$ cat config.mk
export PLATFORM = sky130hd
export DESIGN_NAME = drop_counter
export DESIGN_NICKNAME = d
export VERILOG_FILES = /design/src/rtl/gsm_cfg_pkg.sv /design/src/rtl/drop_counter.sv
export SDC_FILE = /design/constraint.sdc
export NUM_CORES = 1
export LEC_CHECK = 0
export ABC_AREA = 1
export BUFFER_PORTS_ARGS = -buffer_cell sky130_fd_sc_hd__buf_2
export CORE_MARGIN = 3
export CORE_UTILIZATION = 46
export DETAILED_ROUTE_END_ITERATION = 6
export GPL_TIMING_DRIVEN = 0
export HOLD_SLACK_MARGIN = 0.05
export PLACE_DENSITY = 0.77
export REMOVE_ABC_BUFFERS = 1
export SYNTH_ARGS = -nofsm -noshare
export SYNTH_HDL_FRONTEND = slang
export SYNTH_SLANG_ARGS = --single-unit
$ cat constraint.sdc
create_clock -name clk_80M -period 1.9 [get_ports clk_80M]
set_input_delay 0.38 -clock clk_80M [delete_from_list [all_inputs] [get_ports clk_80M]]
set_output_delay 0.38 -clock clk_80M [all_outputs]
set_load 0.01 [all_outputs]
$ cat src/rtl/gsm_cfg_pkg.sv
// ********************
// switch configuration: port and tile counts,
// queue depth and the widths derived from them
// ********************

package gsm_cfg_pkg;

	// ingress and egress port count
	localparam int NUM_PORTS = 4;

	// ingress ports are interleaved over the tiles
	localparam int NUM_TILES = 2;
	localparam int TILE_IN = NUM_PORTS / NUM_TILES;

	// cells per egress queue in each tile
	localparam int QDEPTH = 8;

	// queue pointer and occupancy widths
	localparam int QPTR_W = $clog2(QDEPTH);
	localparam int QCNT_W = QPTR_W + 1;

	// running drop total
	localparam int DROP_W = 16;

endpackage

$ cat src/rtl/drop_counter.sv
// ********************
// saturating total of cells dropped at full queues
// ********************

module drop_counter #(
	parameter int NUM_TILES = 2,
	parameter int DROP_W    = 16
) (
	input  logic                                                        clk_80M,
	input  logic                                                        i_arst_n,
	input  logic [NUM_TILES-1:0][$clog2(gsm_cfg_pkg::TILE_IN+1)-1:0]    i_drop_n,
	output logic [DROP_W-1:0]                                           o_count
);

	logic [DROP_W:0] sum;
	logic [DROP_W:0] next;

	always_comb begin
		sum = '0;
		for (int t = 0; t < NUM_TILES; t++)
			sum = sum + (DROP_W+1)'(i_drop_n[t]);
		next = {1'b0, o_count} + sum;
	end

	// sticks at all ones
	always_ff @(posedge clk_80M or negedge i_arst_n) begin
		if (!i_arst_n)
			o_count <= '0;
		else if (next[DROP_W])
			o_count <= '1;
		else
			o_count <= next[DROP_W-1:0];
	end

endmodule

; ---- Word level (Yosys, flattened, before mapping)
; Cells that the tools add are included.
[totals]
wordCells = 4
out_inout_bits = 16
register_bits = 16
inputBits = 6
[op_classes]
mux = 1
n_addsub = 2
[ops]
columns = op, count
row1 = $add 16x3->17, 1
row2 = $mux 16, 1
row3 = $add 2x2->3, 1

; ---- Longest topological paths before layout
[depth]
ltp_word = 3
depth_mapped = 11
depth_no_buf = 10

; ---- Least setup slack after synthesis
; OpenSTA, ideal clock, no wires.
[synth_timing]
kind = input port to flip-flop
start = in i_drop_n[1] (netlist name)
end = reg o_count[13]
t_required_ns = 1.775
cell_stages = 8
setup_slack_ns = -0.078
t_arrival_ns = 1.854
path_buffers = 0
setup_ns = 0.125
path_cell_list = fa_1 ha_1 fa_1 nand3_2 nor2_2 nand3_1 nand2_1 nand3_1
[synth_between]
elab_chain_len = 3
[synth_rtl]
columns = element, line
row1 = "start, declared", drop_counter.sv:11  ; input logic [NUM_TILES-1:0][$clog2(gsm_cfg_pkg::TILE_IN+1)-1:0] i_drop_n,
row2 = $add 2x2->3, drop_counter.sv:21  ; sum = sum + (DROP_W+1)'(i_drop_n[t]);
row3 = $add 16x3->17, drop_counter.sv:22  ; next = {1'b0, o_count} + sum;
row4 = $mux 16, drop_counter.sv:29  ; else if (next[DROP_W])
row5 = "end signal, assigned", drop_counter.sv:32  ; o_count <= next[DROP_W-1:0];
row6 = "end, declared", drop_counter.sv:12  ; output logic [DROP_W-1:0] o_count
; Every way passes these cells.

; ---- Final worst setup path
[layout_timing]
start = reg o_count[1]
end = reg o_count[9]
[layout_between]
elab_chain_len = 2
[layout_rtl]
columns = element, line
row1 = $add 16x3->17, drop_counter.sv:22
row2 = $mux 16, drop_counter.sv:29
; Every way passes these cells.

==> impl_metrics.env <==
export IMPL_outcome="finished, violations left"
export IMPL_violations="setup timing"
export IMPL_yosysUniqueCellTypes=19
export IMPL_first_iter_violations=16
export IMPL_synth_warnings=0
export IMPL_nNetsFinal=154
export IMPL_skew_ns=0.00119
export IMPL_path_cells="fa_2 > ha_4 > fa_2 > nand3_4 > nor2_4 > nand2_1 > nand2_1 > nand3_2"
export IMPL_h_tree_depth=1
export IMPL_largest_reg_flops=16
export IMPL_wl_mm=2.07
export IMPL_critPathMaxStageDelay_ns=0.55
export IMPL_place_hpwl_mm=1.42
export IMPL_grt_pass1_vias=857
export IMPL_critical_path_class="reg -> reg"
export IMPL_clock_sinks=16
export IMPL_post_route_period_util_pct=103
export IMPL_setup_viol=5
export IMPL_p_per_area_nw_per_um2=1150
export IMPL_clockRootBuffer="clkbuf_4"
export IMPL_syn_cell_area_sq_um=933
export IMPL_finalNonFillerCells=166
export IMPL_ys_ff_latch=16
export IMPL_ir_drop_v=0.000812
export IMPL_io_buffers=21
export IMPL_synth_area_per_cell_sq_um=8.19
export IMPL_cap_viol_max_count=0
export IMPL_slew_viol_final=0
export IMPL_antennaDiodeCount=0
export IMPL_ant_nets=0
export IMPL_place_congestion=0.833
export IMPL_start_kind="register"
export IMPL_critPathBufInv=0
export IMPL_cts_tree="built"
export IMPL_grt_ovfl_total=0
export IMPL_syn_inst=114
export IMPL_clk_pin_slew_ns=0.09
export IMPL_grtUsageTotal_pct=18.0
export IMPL_antenna_found_initial=0
export IMPL_syn2layout_area_growth_pct=25.5
export IMPL_rows=15
export IMPL_worst_pin_slew_ns=0.522
export IMPL_io_pins=22
export IMPL_fin_setup_tns_ns=-0.190
export IMPL_cts_made_buffers=3
export IMPL_layout_drive_gt1_share_pct=29.1
export IMPL_die_height_um=51.0
export IMPL_drt_pass1_iterations=4
export IMPL_hp_class="in -> reg"
export IMPL_viasPerCell=5.11
export IMPL_rsz0062_at_grt="true"
export IMPL_dp_cells=159
export IMPL_top_regs="o_count: 16 flops"
export IMPL_relSlewSlack_pct=65.1
export IMPL_hold_viol_final=0
export IMPL_ys_seq_area_share_pct=42.9
export IMPL_die_w_um=51.0
export IMPL_cp_max_fo=5
export IMPL_pre_cts_ws_ns=-0.382
export IMPL_num_fill_cells=166
export IMPL_clockBufferDepth=2
export IMPL_p_total_mw=1.35
export IMPL_top_register="o_count"
export IMPL_worstPathRequired_ns=2.07
export IMPL_route_detailed_wl_per_inst_um=12.5
export IMPL_insertion_delay_ns=0.28
export IMPL_crit_family="adder cells"
export IMPL_max_freq_mhz=513
export IMPL_grt_max_degree=17
export IMPL_start_util_pct=51.3
export IMPL_worstSetupEndpointType="register"
export IMPL_vias=849
export IMPL_drc=0
export IMPL_grt_pass1_wl_mm=3.55
export IMPL_min_period_ns=1.95
export IMPL_cpMaxStageDelayCell="fa_2"
export IMPL_coreArea_sq_um=1820
export IMPL_leakage_nw=0.644
export IMPL_critPathArrivalTime_ns=2.12
export IMPL_setup_ws_ns=-0.0511
export IMPL_die_area_sq_um=2610
[cells in the mapped netlist]
| cell type | count | area [sq um] |
|---|---|---|
| nor2_1 | 6 | 22.5 |
| fa_1 | 3 | 60.1 |
| clkinv_2 | 1 | 5.00 |
| nand2_4 | 1 | 11.3 |
| o21ai_0 | 3 | 15.0 |
| xnor2_1 | 2 | 17.5 |
| nand2_2 | 3 | 18.8 |
| nor2_2 | 1 | 6.26 |
| inv_1 | 17 | 63.8 |
| nor2_4 | 1 | 11.3 |
| nand3_2 | 2 | 20.0 |
| nand2_1 | 34 | 128 |
| ha_1 | 2 | 25.0 |
| nand3_1 | 13 | 65.1 |
| nand4_1 | 5 | 31.3 |
| dfrtp_1 | 16 | 400 |
| nand3b_1 | 2 | 15.0 |
| or2_2 | 1 | 6.26 |
| buf_6 | 1 | 11.3 |
[per-layer routing]
metal	vias up	wire length, um	track usage [%]	part of all wire, %
met5	-	0	0	0
met4	0	31	8.97	1.5
met3	6	65	3.50	3.1
met2	19	1080	30.3	52
met1	407	891	21.9	43
li1	417	-	-	-
[worst paths after layout]
kind                                   from           to  slack [ns]  cells after the start
worst max-delay path             o_count[1]   o_count[9]       -0.05                      8
worst min-delay path            i_drop_n[2]   o_count[0]        0.52                      4
worst max register to register   o_count[1]   o_count[9]       -0.05                      8
worst min register to register  o_count[15]  o_count[15]        0.55                      2
max in group asynchronous          i_arst_n   o_count[0]        1.10                      2
min in group asynchronous          i_arst_n   o_count[8]        0.53                      2
[area by class of cell]
| type | count | area (sq um) | share of cell area (%) |
|---|---|---|---|
| multi-input combinational | 81 | 524 | 44.8 |
| inverter | 18 | 70.1 | 5.98 |
| sequential | 16 | 400 | 34.2 |
| tap | 25 | 31.3 | 2.67 |
| clock buffer | 3 | 22.5 | 1.92 |
| timing repair buffer | 23 | 123 | 10.5 |
[worst register-to-register path, cell delays in order, from the launching register on]
cell     delay (ns)
dfrtp_1        0.40
fa_2           0.55
ha_4           0.14
fa_2           0.22
nand3_4        0.11
nor2_4         0.18
nand2_1        0.07
nand2_1        0.08
nand3_2        0.08
[per-stage QoR]
step | util, % | hold WS, ns | area [sq um]
floorplan | - | 0.0844 | 922
global placement | 58.1 | 0.311 | 1060
detailed placement | 58.1 | 0.314 | 1060
CTS | 62.8 | 0.520 | 1140
global route | 64.3 | 0.528 | 1170
finish | 64.3 | 0.516 | 1170
[power by group]
group / switching (mW) / leakage (nW) / internal [mW]
registers: 0.126 / 0.207 / 0.437
clock network: 0.106 / 0.0138 / 0.0736
logic: 0.332 / 0.423 / 0.277
total: 0.564 / 0.644 / 0.787
[logic make-up after synthesis]
logic type,count (synthesis),synth area share (%)
simple gates,69,35.9
compound gates,3,1.61
fa+ha+maj,5,9.12
buf+inv,19,8.58
flops,16,42.9
xor+xnor,2,1.88
[placed cells by master (no fill, tap or decap), drive strengths merged, types with 3 or more instances in the layout]
cell    instances
buf            22
clkbuf          3
dfrtp          16
fa              3
inv            18
nand2          39
nand3          15
nand4           5
nor2            9
o21ai           3
[timing repair]
| item | CTS | global route |
|---|---|---|
| endpoints found under the setup margin | 13 | 16 |
| buffers inserted | 1 | 0 |
| hold endpoints to repair | 16 | 0 |
| cloned | 1 | 1 |
| pin swaps | 4 | 2 |
| resized for setup | 7 | 5 |
| hold buffers | 1 | 0 |
No activity file was read; power rests on OpenSTA's default activity.
