## src/rtl/gsm_cell_pkg.sv

```systemverilog
// ********************
// cell layout: one 32-bit beat, the destination
// egress port in the top bits, payload below
// ********************

package gsm_cell_pkg;

	localparam int CELL_W = 32;
	localparam int DEST_W = 2;

	typedef logic [DEST_W-1:0] port_idx_t;

	typedef struct packed {
		port_idx_t dest;
		logic [CELL_W-DEST_W-1:0] payload;
	} cell_t;

	// destination egress port of a cell
	function automatic port_idx_t cell_dest(input cell_t c);
		return c.dest;
	endfunction

endpackage

```

## src/rtl/gsm_tile.sv

```systemverilog
// ********************
// one tile: shared cell buffer split into a queue per
// egress port, in-order admission and drop detection
// ********************

module gsm_tile #(
	parameter int TILE_IN   = 2,
	parameter int NUM_PORTS = 4,
	parameter int QDEPTH    = 8
) (
	input  logic                                  clk_80M,
	input  logic                                  i_arst_n,
	input  logic [TILE_IN-1:0]                    i_valid,
	input  gsm_cell_pkg::cell_t [TILE_IN-1:0]     i_cell,
	input  logic [NUM_PORTS-1:0]                  i_grant,
	output logic [NUM_PORTS-1:0]                  o_not_empty,
	output gsm_cell_pkg::cell_t [NUM_PORTS-1:0]   o_head,
	output logic [$clog2(TILE_IN+1)-1:0]          o_drop_n
);

	import gsm_cell_pkg::*;

	localparam int QPTR_W = $clog2(QDEPTH);
	localparam int CNT_W  = QPTR_W + 1;
	localparam int DN_W   = $clog2(TILE_IN + 1);

	logic [NUM_PORTS-1:0][QPTR_W-1:0] wr_ptr0;
	logic [NUM_PORTS-1:0][QPTR_W-1:0] wr_ptr1;
	logic [NUM_PORTS-1:0][QPTR_W-1:0] rd_ptr;
	logic [NUM_PORTS-1:0]             empty;
	logic [NUM_PORTS-1:0][CNT_W-1:0]  free;
	logic [NUM_PORTS-1:0][1:0]        push_n;

	// per ingress cell: accepted, target queue, first or second slot
	logic [TILE_IN-1:0] wr_en;
	port_idx_t          wr_q [TILE_IN];
	logic [TILE_IN-1:0] wr_slot;

	// the shared buffer, statically divided by egress port
	cell_t mem [NUM_PORTS][QDEPTH];

	// ********************
	// admission
	// ********************
	// lower port claims free space first
	always_comb begin
		port_idx_t dest;
		push_n   = '0;
		wr_en    = '0;
		wr_slot  = '0;
		o_drop_n = '0;
		for (int i = 0; i < TILE_IN; i++) begin
			dest       = cell_dest(i_cell[i]);
			wr_q[i]    = dest;
			wr_slot[i] = push_n[dest][0];
			if (i_valid[i]) begin
				if (CNT_W'(push_n[dest]) < free[dest]) begin
					wr_en[i]     = 1'b1;
					push_n[dest] = push_n[dest] + 2'd1;
				end else begin
					o_drop_n = o_drop_n + DN_W'(1);
				end
			end
		end
	end

	// ********************
	// queues and buffer
	// ********************
	for (genvar q = 0; q < NUM_PORTS; q++) begin : g_queue
		queue_ptr #(
			.QDEPTH (QDEPTH),
			.QPTR_W (QPTR_W)
		) u_queue_ptr (
			.clk_80M   (clk_80M),
			.i_arst_n  (i_arst_n),
			.i_push_n  (push_n[q]),
			.i_pop     (i_grant[q]),
			.o_wr_ptr0 (wr_ptr0[q]),
			.o_wr_ptr1 (wr_ptr1[q]),
			.o_rd_ptr  (rd_ptr[q]),
			.o_empty   (empty[q]),
			.o_free    (free[q])
		);

		assign o_not_empty[q] = ~empty[q];
		assign o_head[q]      = mem[q][rd_ptr[q]];
	end

	always_ff @(posedge clk_80M) begin
		for (int i = 0; i < TILE_IN; i++) begin
			if (wr_en[i]) begin
				if (wr_slot[i])
					mem[wr_q[i]][wr_ptr1[wr_q[i]]] <= i_cell[i];
				else
					mem[wr_q[i]][wr_ptr0[wr_q[i]]] <= i_cell[i];
			end
		end
	end

endmodule

```

## src/rtl/queue_ptr.sv

```systemverilog
// ********************
// head/tail pointers and occupancy of one circular
// egress queue, up to two pushes and one pop a cycle
// ********************

module queue_ptr #(
	parameter int QDEPTH = 8,
	parameter int QPTR_W = 3
) (
	input  logic              clk_80M,
	input  logic              i_arst_n,
	input  logic [1:0]        i_push_n,
	input  logic              i_pop,
	output logic [QPTR_W-1:0] o_wr_ptr0,
	output logic [QPTR_W-1:0] o_wr_ptr1,
	output logic [QPTR_W-1:0] o_rd_ptr,
	output logic              o_empty,
	output logic [QPTR_W:0]   o_free
);

	localparam int CNT_W = QPTR_W + 1;

	logic [QPTR_W-1:0] wr_ptr;
	logic [QPTR_W-1:0] rd_ptr;
	logic [CNT_W-1:0]  cnt;

	// wraps at QDEPTH, which need not be a power of two
	function automatic logic [QPTR_W-1:0] ptr_inc(input logic [QPTR_W-1:0] p);
		if (p == QPTR_W'(QDEPTH - 1))
			return '0;
		return p + QPTR_W'(1);
	endfunction

	always_ff @(posedge clk_80M or negedge i_arst_n) begin
		if (!i_arst_n) begin
			wr_ptr <= '0;
			rd_ptr <= '0;
			cnt    <= '0;
		end else begin
			case (i_push_n)
				2'd1: wr_ptr <= ptr_inc(wr_ptr);
				2'd2: wr_ptr <= ptr_inc(ptr_inc(wr_ptr));
				default: wr_ptr <= wr_ptr;
			endcase
			if (i_pop)
				rd_ptr <= ptr_inc(rd_ptr);
			cnt <= cnt + CNT_W'(i_push_n) - CNT_W'(i_pop);
		end
	end

	// second push lands one slot after the first
	assign o_wr_ptr0 = wr_ptr;
	assign o_wr_ptr1 = ptr_inc(wr_ptr);
	assign o_rd_ptr  = rd_ptr;
	assign o_empty   = (cnt == '0);
	assign o_free    = CNT_W'(QDEPTH) - cnt;

endmodule

```

## config.mk

```make
export PLATFORM = sky130hd
export DESIGN_NAME = gsm_tile
export DESIGN_NICKNAME = d
export VERILOG_FILES = /design/src/rtl/gsm_cell_pkg.sv /design/src/rtl/gsm_tile.sv /design/src/rtl/queue_ptr.sv
export SDC_FILE = /design/constraint.sdc
export NUM_CORES = 2
export LEC_CHECK = 0
export ABC_CLOCK_PERIOD_IN_PS = 5300
export BUFFER_PORTS_ARGS = -buffer_cell sky130_fd_sc_hd__buf_4
export CORE_MARGIN = 2
export CORE_UTILIZATION = 39
export DETAILED_ROUTE_END_ITERATION = 6
export MAX_ROUTING_LAYER = met4
export PLACE_DENSITY = 0.57
export SKIP_CTS_REPAIR_TIMING = 1
export SYNTH_ARGS = -nofsm -noshare
export SYNTH_HDL_FRONTEND = slang
export SYNTH_SLANG_ARGS = --single-unit
```

## constraint.sdc

```tcl
create_clock -name clk_80M -period 5.3 [get_ports clk_80M]
set_input_delay 1.06 -clock clk_80M [delete_from_list [all_inputs] [get_ports clk_80M]]
set_output_delay 1.06 -clock clk_80M [all_outputs]
set_load 0.01 [all_outputs]
```

After elaboration in Yosys (flattened, before gate mapping):

Memory sizes are Yosys's and may differ from the RTL's.
Index checks and enable logic that the tools add are counted.

* memory bits (writable): 1024
* memories kept: 1
* bits in registers: 40
* word-level logic and storage cells: 1262
* bits of input ports: 72
* output and inout port bits: 134

* muxes and demuxes: 645
* order comparisons: 18
* eq/ne operators: 20
* bitwise operators: 525
* $add $sub $neg: 27
* reductions and logical operators: 14

Memories
* mem: depth 4, width 256, read ports 4, clocked after memory_dff 0, write ports 2, RTL line gsm_tile.sv:40 `cell_t mem [NUM_PORTS][QDEPTH];`

Operators by type and width (count)
* two-way mux 256 bit: 4
* two-way mux 1 bit: 554
* OR 1 bit: 512
* binary-select mux 32 bit (select 3 bit): 4
* demux 32 bit (select 3 bit): 4
* two-way mux 32 bit: 12
* two-way mux 3 bit: 40
* adder 3 x 1 -> 3 bit (second input constant): 12
* equality test 3 bit (second input constant): 12
* greater-or-equal comparator 4 bit (second input constant): 8
* two-way mux 8 bit: 4
* NOT 3 -> 4 bit: 8
* binary-select mux 3 bit (select 2 bit): 4
* case mux 3 bit (2 select lines): 4
* adder 4 x 2 -> 4 bit: 4
* binary-select mux 4 bit (select 2 bit): 2
* zero test 4 bit: 4
* < comparator 4 x 1 -> 1 bit (second input constant): 4
* subtractor 4 x 1 -> 4 bit: 4
* subtractor 4 bit (first input constant): 4
* two-way mux 2 bit: 6
* bitwise AND 8 bit: 1
* binary-select mux 2 bit (select 2 bit): 2
* bitwise mux 8 bit: 1
* 11 further kinds: 35

Logic depth before layout (Yosys ltp):

* word-level depth: 22
* gate-level depth with buffers: 17
* depth with buffers taken out: 15

Cells and area by module:

A second synthesis with hierarchy kept.

* cell total of the unflattened synthesis: 3278
* area total of the unflattened synthesis: 54954.0 um^2

Modules (own cells, without submodules)
* gsm_tile: area an instance 52326.4 um^2, times used 1, cells an instance 3030
* queue_ptr: area an instance 656.9 um^2, times used 4, cells an instance 62

Least setup slack after synthesis:

OpenSTA, ideal clock, no wires.

* path kind: in2reg
* start point: in i_cell[31] (netlist bit)
* end point: mem mem[3][192] (netlist bit), enable pin
* path slack: -0.204 ns
* stages on the path: 7
* setup time: 0.466 ns
* arrival: 5.038 ns
* cells stage by stage: and2b_1 > or4b_1 > a221oi_2 > nor3_1 > or3b_2 > clkbuf_1 > o21ai_0

RTL lines
* start: declaration: RTL line gsm_tile.sv:14 `input gsm_cell_pkg::cell_t [TILE_IN-1:0] i_cell,`
* end: declaration: RTL line gsm_tile.sv:40

Worst setup path in the final report:

* start point: reg g_queue[1].u_queue_ptr.cnt[0]
* end point: out o_drop_n[0]

* cells in the longest elaborated chain, start to end: 11
* elaborated cells on any way between the ends: 16
* classes of those cells: 2 x add/sub; 2 x order compare; 12 x mux

RTL lines
* start: declaration: RTL line queue_ptr.sv:25 `logic [CNT_W-1:0] cnt;`
* start signal: assignment: RTL line queue_ptr.sv:47 `cnt <= cnt + CNT_W'(i_push_n) - CNT_W'(i_pop);`
* subtractor 4 bit (*): RTL line queue_ptr.sv:56 `assign o_free = CNT_W'(QDEPTH) - cnt;`
* binary-select mux 4 bit (select 2 bit): RTL line gsm_tile.sv:57 `if (CNT_W'(push_n[dest]) < free[dest]) begin`
* two-way mux 4 bit (implied by the code): RTL line gsm_tile.sv:57
* < comparator 2 x 4 -> 1 bit: RTL line gsm_tile.sv:57
* two-way mux 8 bit: RTL line gsm_tile.sv:57
* two-way mux 8 bit: RTL line gsm_tile.sv:56 `if (i_valid[i]) begin`
* binary-select mux 2 bit (select 2 bit): RTL line gsm_tile.sv:57
* two-way mux 2 bit (implied by the code): RTL line gsm_tile.sv:57
* < comparator 2 x 4 -> 1 bit: RTL line gsm_tile.sv:57
* two-way mux 2 bit: RTL line gsm_tile.sv:57
* two-way mux 2 bit (*): RTL line gsm_tile.sv:56
* end: declaration: RTL line gsm_tile.sv:18 `output logic [$clog2(TILE_IN+1)-1:0] o_drop_n`

Mark *: on every way between the ends. The rest lies on a longest branch, timed or not. The select of a mux whose other input is x is not followed.

==> results.txt <==
----------------------------------------------------
[Global route]
  Largest net degree at the start of global routing ... 67
  Initial antenna violation count ... 5
  Global-route total usage across every layer ... 24.0%
  First-pass GRT wire length ... 242,000 um
  GR Overflow Total ... 0
  Vias in the first global route ... 33,022

[Synth]
  Biggest area consumer among synthesized cells ... edfxtp_1
  Count of flip-flops with a built-in enable after synthesis ... 1,024
  Top cells by instance count after synthesis ... 1,024 x edfxtp_1, 1,020 x mux2_2, 263 x mux4_2
  Prevailing post-synth register cell ... edfxtp_1
  Sequential element share of the synthesized area ... 57.6%
  Number of instances in the synthesized netlist ... 3,259
  Most instantiated library cell after synthesis ... edfxtp_1
  Distinct cell type count after synthesis ... 59
  Number of synthesized register bits ... 1,064
  Post-synth top area share ... 55.8%
  Post-synthesis net count ... 3,385
  Synth warn ... 0
  Post-synthesis instance area ... 0.0551 mm^2
  Post-Synthesis Mean Instance Area ... 16.9 um^2
  Synth async-reset ratio ... 3.76%
  Largest cells by area after synthesis ... edfxtp_1 56%, mux2_2 21%, mux4_2 11%

[Power and ir drop]
  Power Density ... 464 mW/mm^2
  Maximum vdd drop ... 329 uV
  Static leakage power ... 20.8 nW
  Overall power ... 29.1 mW

[Floorplan]
  Area of the placeable core ... 0.140 mm^2
  X dimension of the die ... 380 um
  Die outline height ... 380 um
  DIE AREA ... 0.144 mm^2
  Initial cell density of the core ... 39.4%
  Top Ports ... 206
  Number of placement rows ... 137

[Setup path]
  Critical-path cell list ... inv_1 -> ha_1 -> xnor2_1 -> or4b_1 -> a221oi_2 -> nor3_2 -> o21ai_0 -> buf_4 -> inv_1 -> ha_1 -> nand2_1 -> o31ai_1 -> buf_4
  Type of origin of the critical path ... register
  Worst endpoint data arrival time ... 3.67 ns
  Element type at the critical path end ... primary output
  Largest fanout on the critical path ... 5
  CP Buf/Inv Count ... 4
  Required time reported for the critical path endpoint ... 4.24 ns
  Critical-path top delay cell ... or4b_1
  Critical path start-end classification ... register to primary output
  Crit path largest cell delay ... 0.50 ns
  CP top delay family ... compound AO/OA/AOI/OAI gates

[Detailed routing]
  Drt via density ... 5.92
  Vias after detailed routing ... 31,396
  Uppermost signal routing layer after detailed routing ... met4
  Detailed-routing iteration count for the pre-antenna-repair pass ... 5
  DRT iter0 DRCs ... 3,231
  Post-route antenna net violation count ... 0
  Met2 WL post-DR ... 80,100 um
  Routed metal-1 wirelength ... 71,800 um
  DR WL/cell ... 32.0 um
  Drt total wl ... 170,000 um
  DRC Markers ... 0
  Met3 WL ... 12,000 um

[Status]
  Result of the run ... finished clean

[Final layout]
  Area growth syn-to-layout ... 13.7%
  Area of the multi-input gates ... 0.0219 mm^2
  Total Nets Final ... 3,469
  Share of cells above drive strength 1 ... 55.2%
  Total of fill cells in the finished design ... 12,160
  Area taken by flip-flops and latches ... 0.0318 mm^2

[Clocking]
  Maximum count of clock buffers along a single path ... 3
  TritonCTS clock tree ... done
  Master cell of the clock root buffer ... clkbuf_16
  Number of levels in the clock H-tree ... 3
  Clk_lat worst skew ... 0.73 ns
  TritonCTS Sinks ... 1,064
  Clock-pin slew on the worst setup and hold paths ... 0.06 ns
  CTS buffer count ... 114

[Timing]
  Hold violation count in the final report ... 0
  Hold Worst Slack ... 0.342 ns
  Maximum clock frequency ... 0.211 GHz
  Setup violations, final ... 0
  Share of the clock period used by the worst path ... 89.3%
  RSZ-0062 raised after global routing ... no
  Total count of max-transition violations in the final report ... 0
  Post-layout minimum cycle time ... 4.73 ns
  Normalized max-slew margin ... 15.9%
  Clock skew after layout ... 0.0305 ns
  Transition time of the tightest slew-check pin ... 1.26 ns

[Placed design]
  Final weighted congestion in routability-driven placement ... 0.893
  HPWL after detailed placement ... 106,000 um
  Buffers on Ports ... 205

[Job]
  Max Cap Viol ... 0

[Min path]
  Path type of the worst min-delay path ... primary input to async pin

----------------------------------------------------
## worst reg2reg max path: cells and delay by family, from the launching register on
family / cells / cell delay [ns]
adders and majority gates: 1 / 0.24
muxes: 1 / 0.38
and+or+nand+nor: 3 / 0.86
DFF: 1 / 0.43
xor gates and xnor gates: 1 / 0.15
AOI/OAI and AO/OA: 2 / 1.34
buffers and inverters: 3 / 0.62
## per-layer routing
layer / up-vias / track usage (%)
li1: 13001 / -
met1: 16789 / 32.1
met2: 1337 / 37.2
met3: 269 / 3.94
met4: 0 / 8.16
met5: - / -
## state kept, by name, indices dropped and copies added (netlist names)
signal / flops
g_queue.u_queue_ptr.cnt: 16
g_queue.u_queue_ptr.o_rd_ptr: 12
g_queue.u_queue_ptr.o_wr_ptr0: 12
mem: 1024
## metrics by stage
step / TNS [ns] / setup slack (ns) / std cells / util, % / instance area (um^2)
2_1_floorplan: -51.43 / -0.204 / 3259 / - / 55100
3_3_place_gp: 0 / 0.505 / 5103 / 42.3 / 59100
3_5_place_dp: 0 / 0.432 / 5103 / 42.3 / 59100
4_1_cts: 0 / 0.533 / 5303 / 44.8 / 62700
5_1_grt: 0 / 0.364 / 5303 / 44.8 / 62700
6_report: 0 / 0.569 / 5305 / 44.8 / 62700
## placed cells by master, fill, tap and decap left out, types with 6 or more instances in the layout
master     Yosys  layout
nor3_1         8       8
or3_1          6       6
nor2_1        30      30
nand2_1       46      46
nor2b_1       17      17
inv_1         50      50
clkbuf_16      0     117
edfxtp_1    1024    1024
a21o_1         6       6
ha_1          50      50
nand3b_1       8       8
clkinv_1       0      23
a21oi_1       15      15
clkinv_2       0      17
mux2_2      1020    1020
clkbuf_1     233      25
xnor2_1       11      11
and2_1        26      26
o21ai_4        0      40
o21ai_0       34      14
o21bai_4       0      12
a21oi_4       12      12
o31ai_1        7       7
dfrtp_4        0       8
buf_12         0      28
nand3_1        8       8
mux2_1        77      77
buf_4          8     316
nand2b_1      15      15
xor2_1        12      12
dfrtp_1       40      28
mux4_2       263     263
or2_2         16      16
bufinv_16      0       7
## where the power goes
part	leakage (nW)	total [mW]	switching [mW]	internal (mW)
logic	9.33	9.98	5.01	4.97
registers	9.71	11.4	1.27	10.1
clock network	1.72	7.70	3.31	4.39
## layout make-up
class / instances / share of cell area [%]
inverters: 50 / 0.299
well taps: 1876 / 3.75
diodes: 2 / 0.00799
repair buffers: 344 / 4.68
clock inverters: 54 / 0.699
multi-input cells: 1769 / 34.9
flip-flops and latches: 1064 / 50.7
clock buffers: 146 / 4.91
## cells by family (layout without fill, tap and decap cells)
group / count (synthesis) / after routing / synth area share, %
buf+inv: 426 / 594 / 3.58
xor+xnor: 23 / 23 / 0.366
fa+ha+maj: 54 / 54 / 1.28
mux: 1360 / 1360 / 33.2
simple gates: 208 / 208 / 2.21
compound gates: 124 / 124 / 1.76
other cells: 0 / 2 / 0
flops: 1064 / 1064 / 57.6
## path summary, 6_finish.rpt
kind                                                     start  slack (ns)                                  end  depth (start not counted)
max                              g_queue[1].u_queue_ptr.cnt[0]        0.57                          o_drop_n[0]                         13
min                                                   i_arst_n        0.34        g_queue[0].u_queue_ptr.cnt[0]                          1
max reg2reg                      g_queue[1].u_queue_ptr.cnt[0]        1.02                          mem[1][157]                         11
min reg2reg                g_queue[3].u_queue_ptr.o_wr_ptr0[2]        0.60  g_queue[3].u_queue_ptr.o_wr_ptr0[2]                          2
max in group asynchronous                             i_arst_n        4.48   g_queue[3].u_queue_ptr.o_rd_ptr[1]                          1
min in group clk_80M       g_queue[3].u_queue_ptr.o_wr_ptr0[2]        0.60  g_queue[3].u_queue_ptr.o_wr_ptr0[2]                          2
No activity file was read; power rests on OpenSTA's default activity.
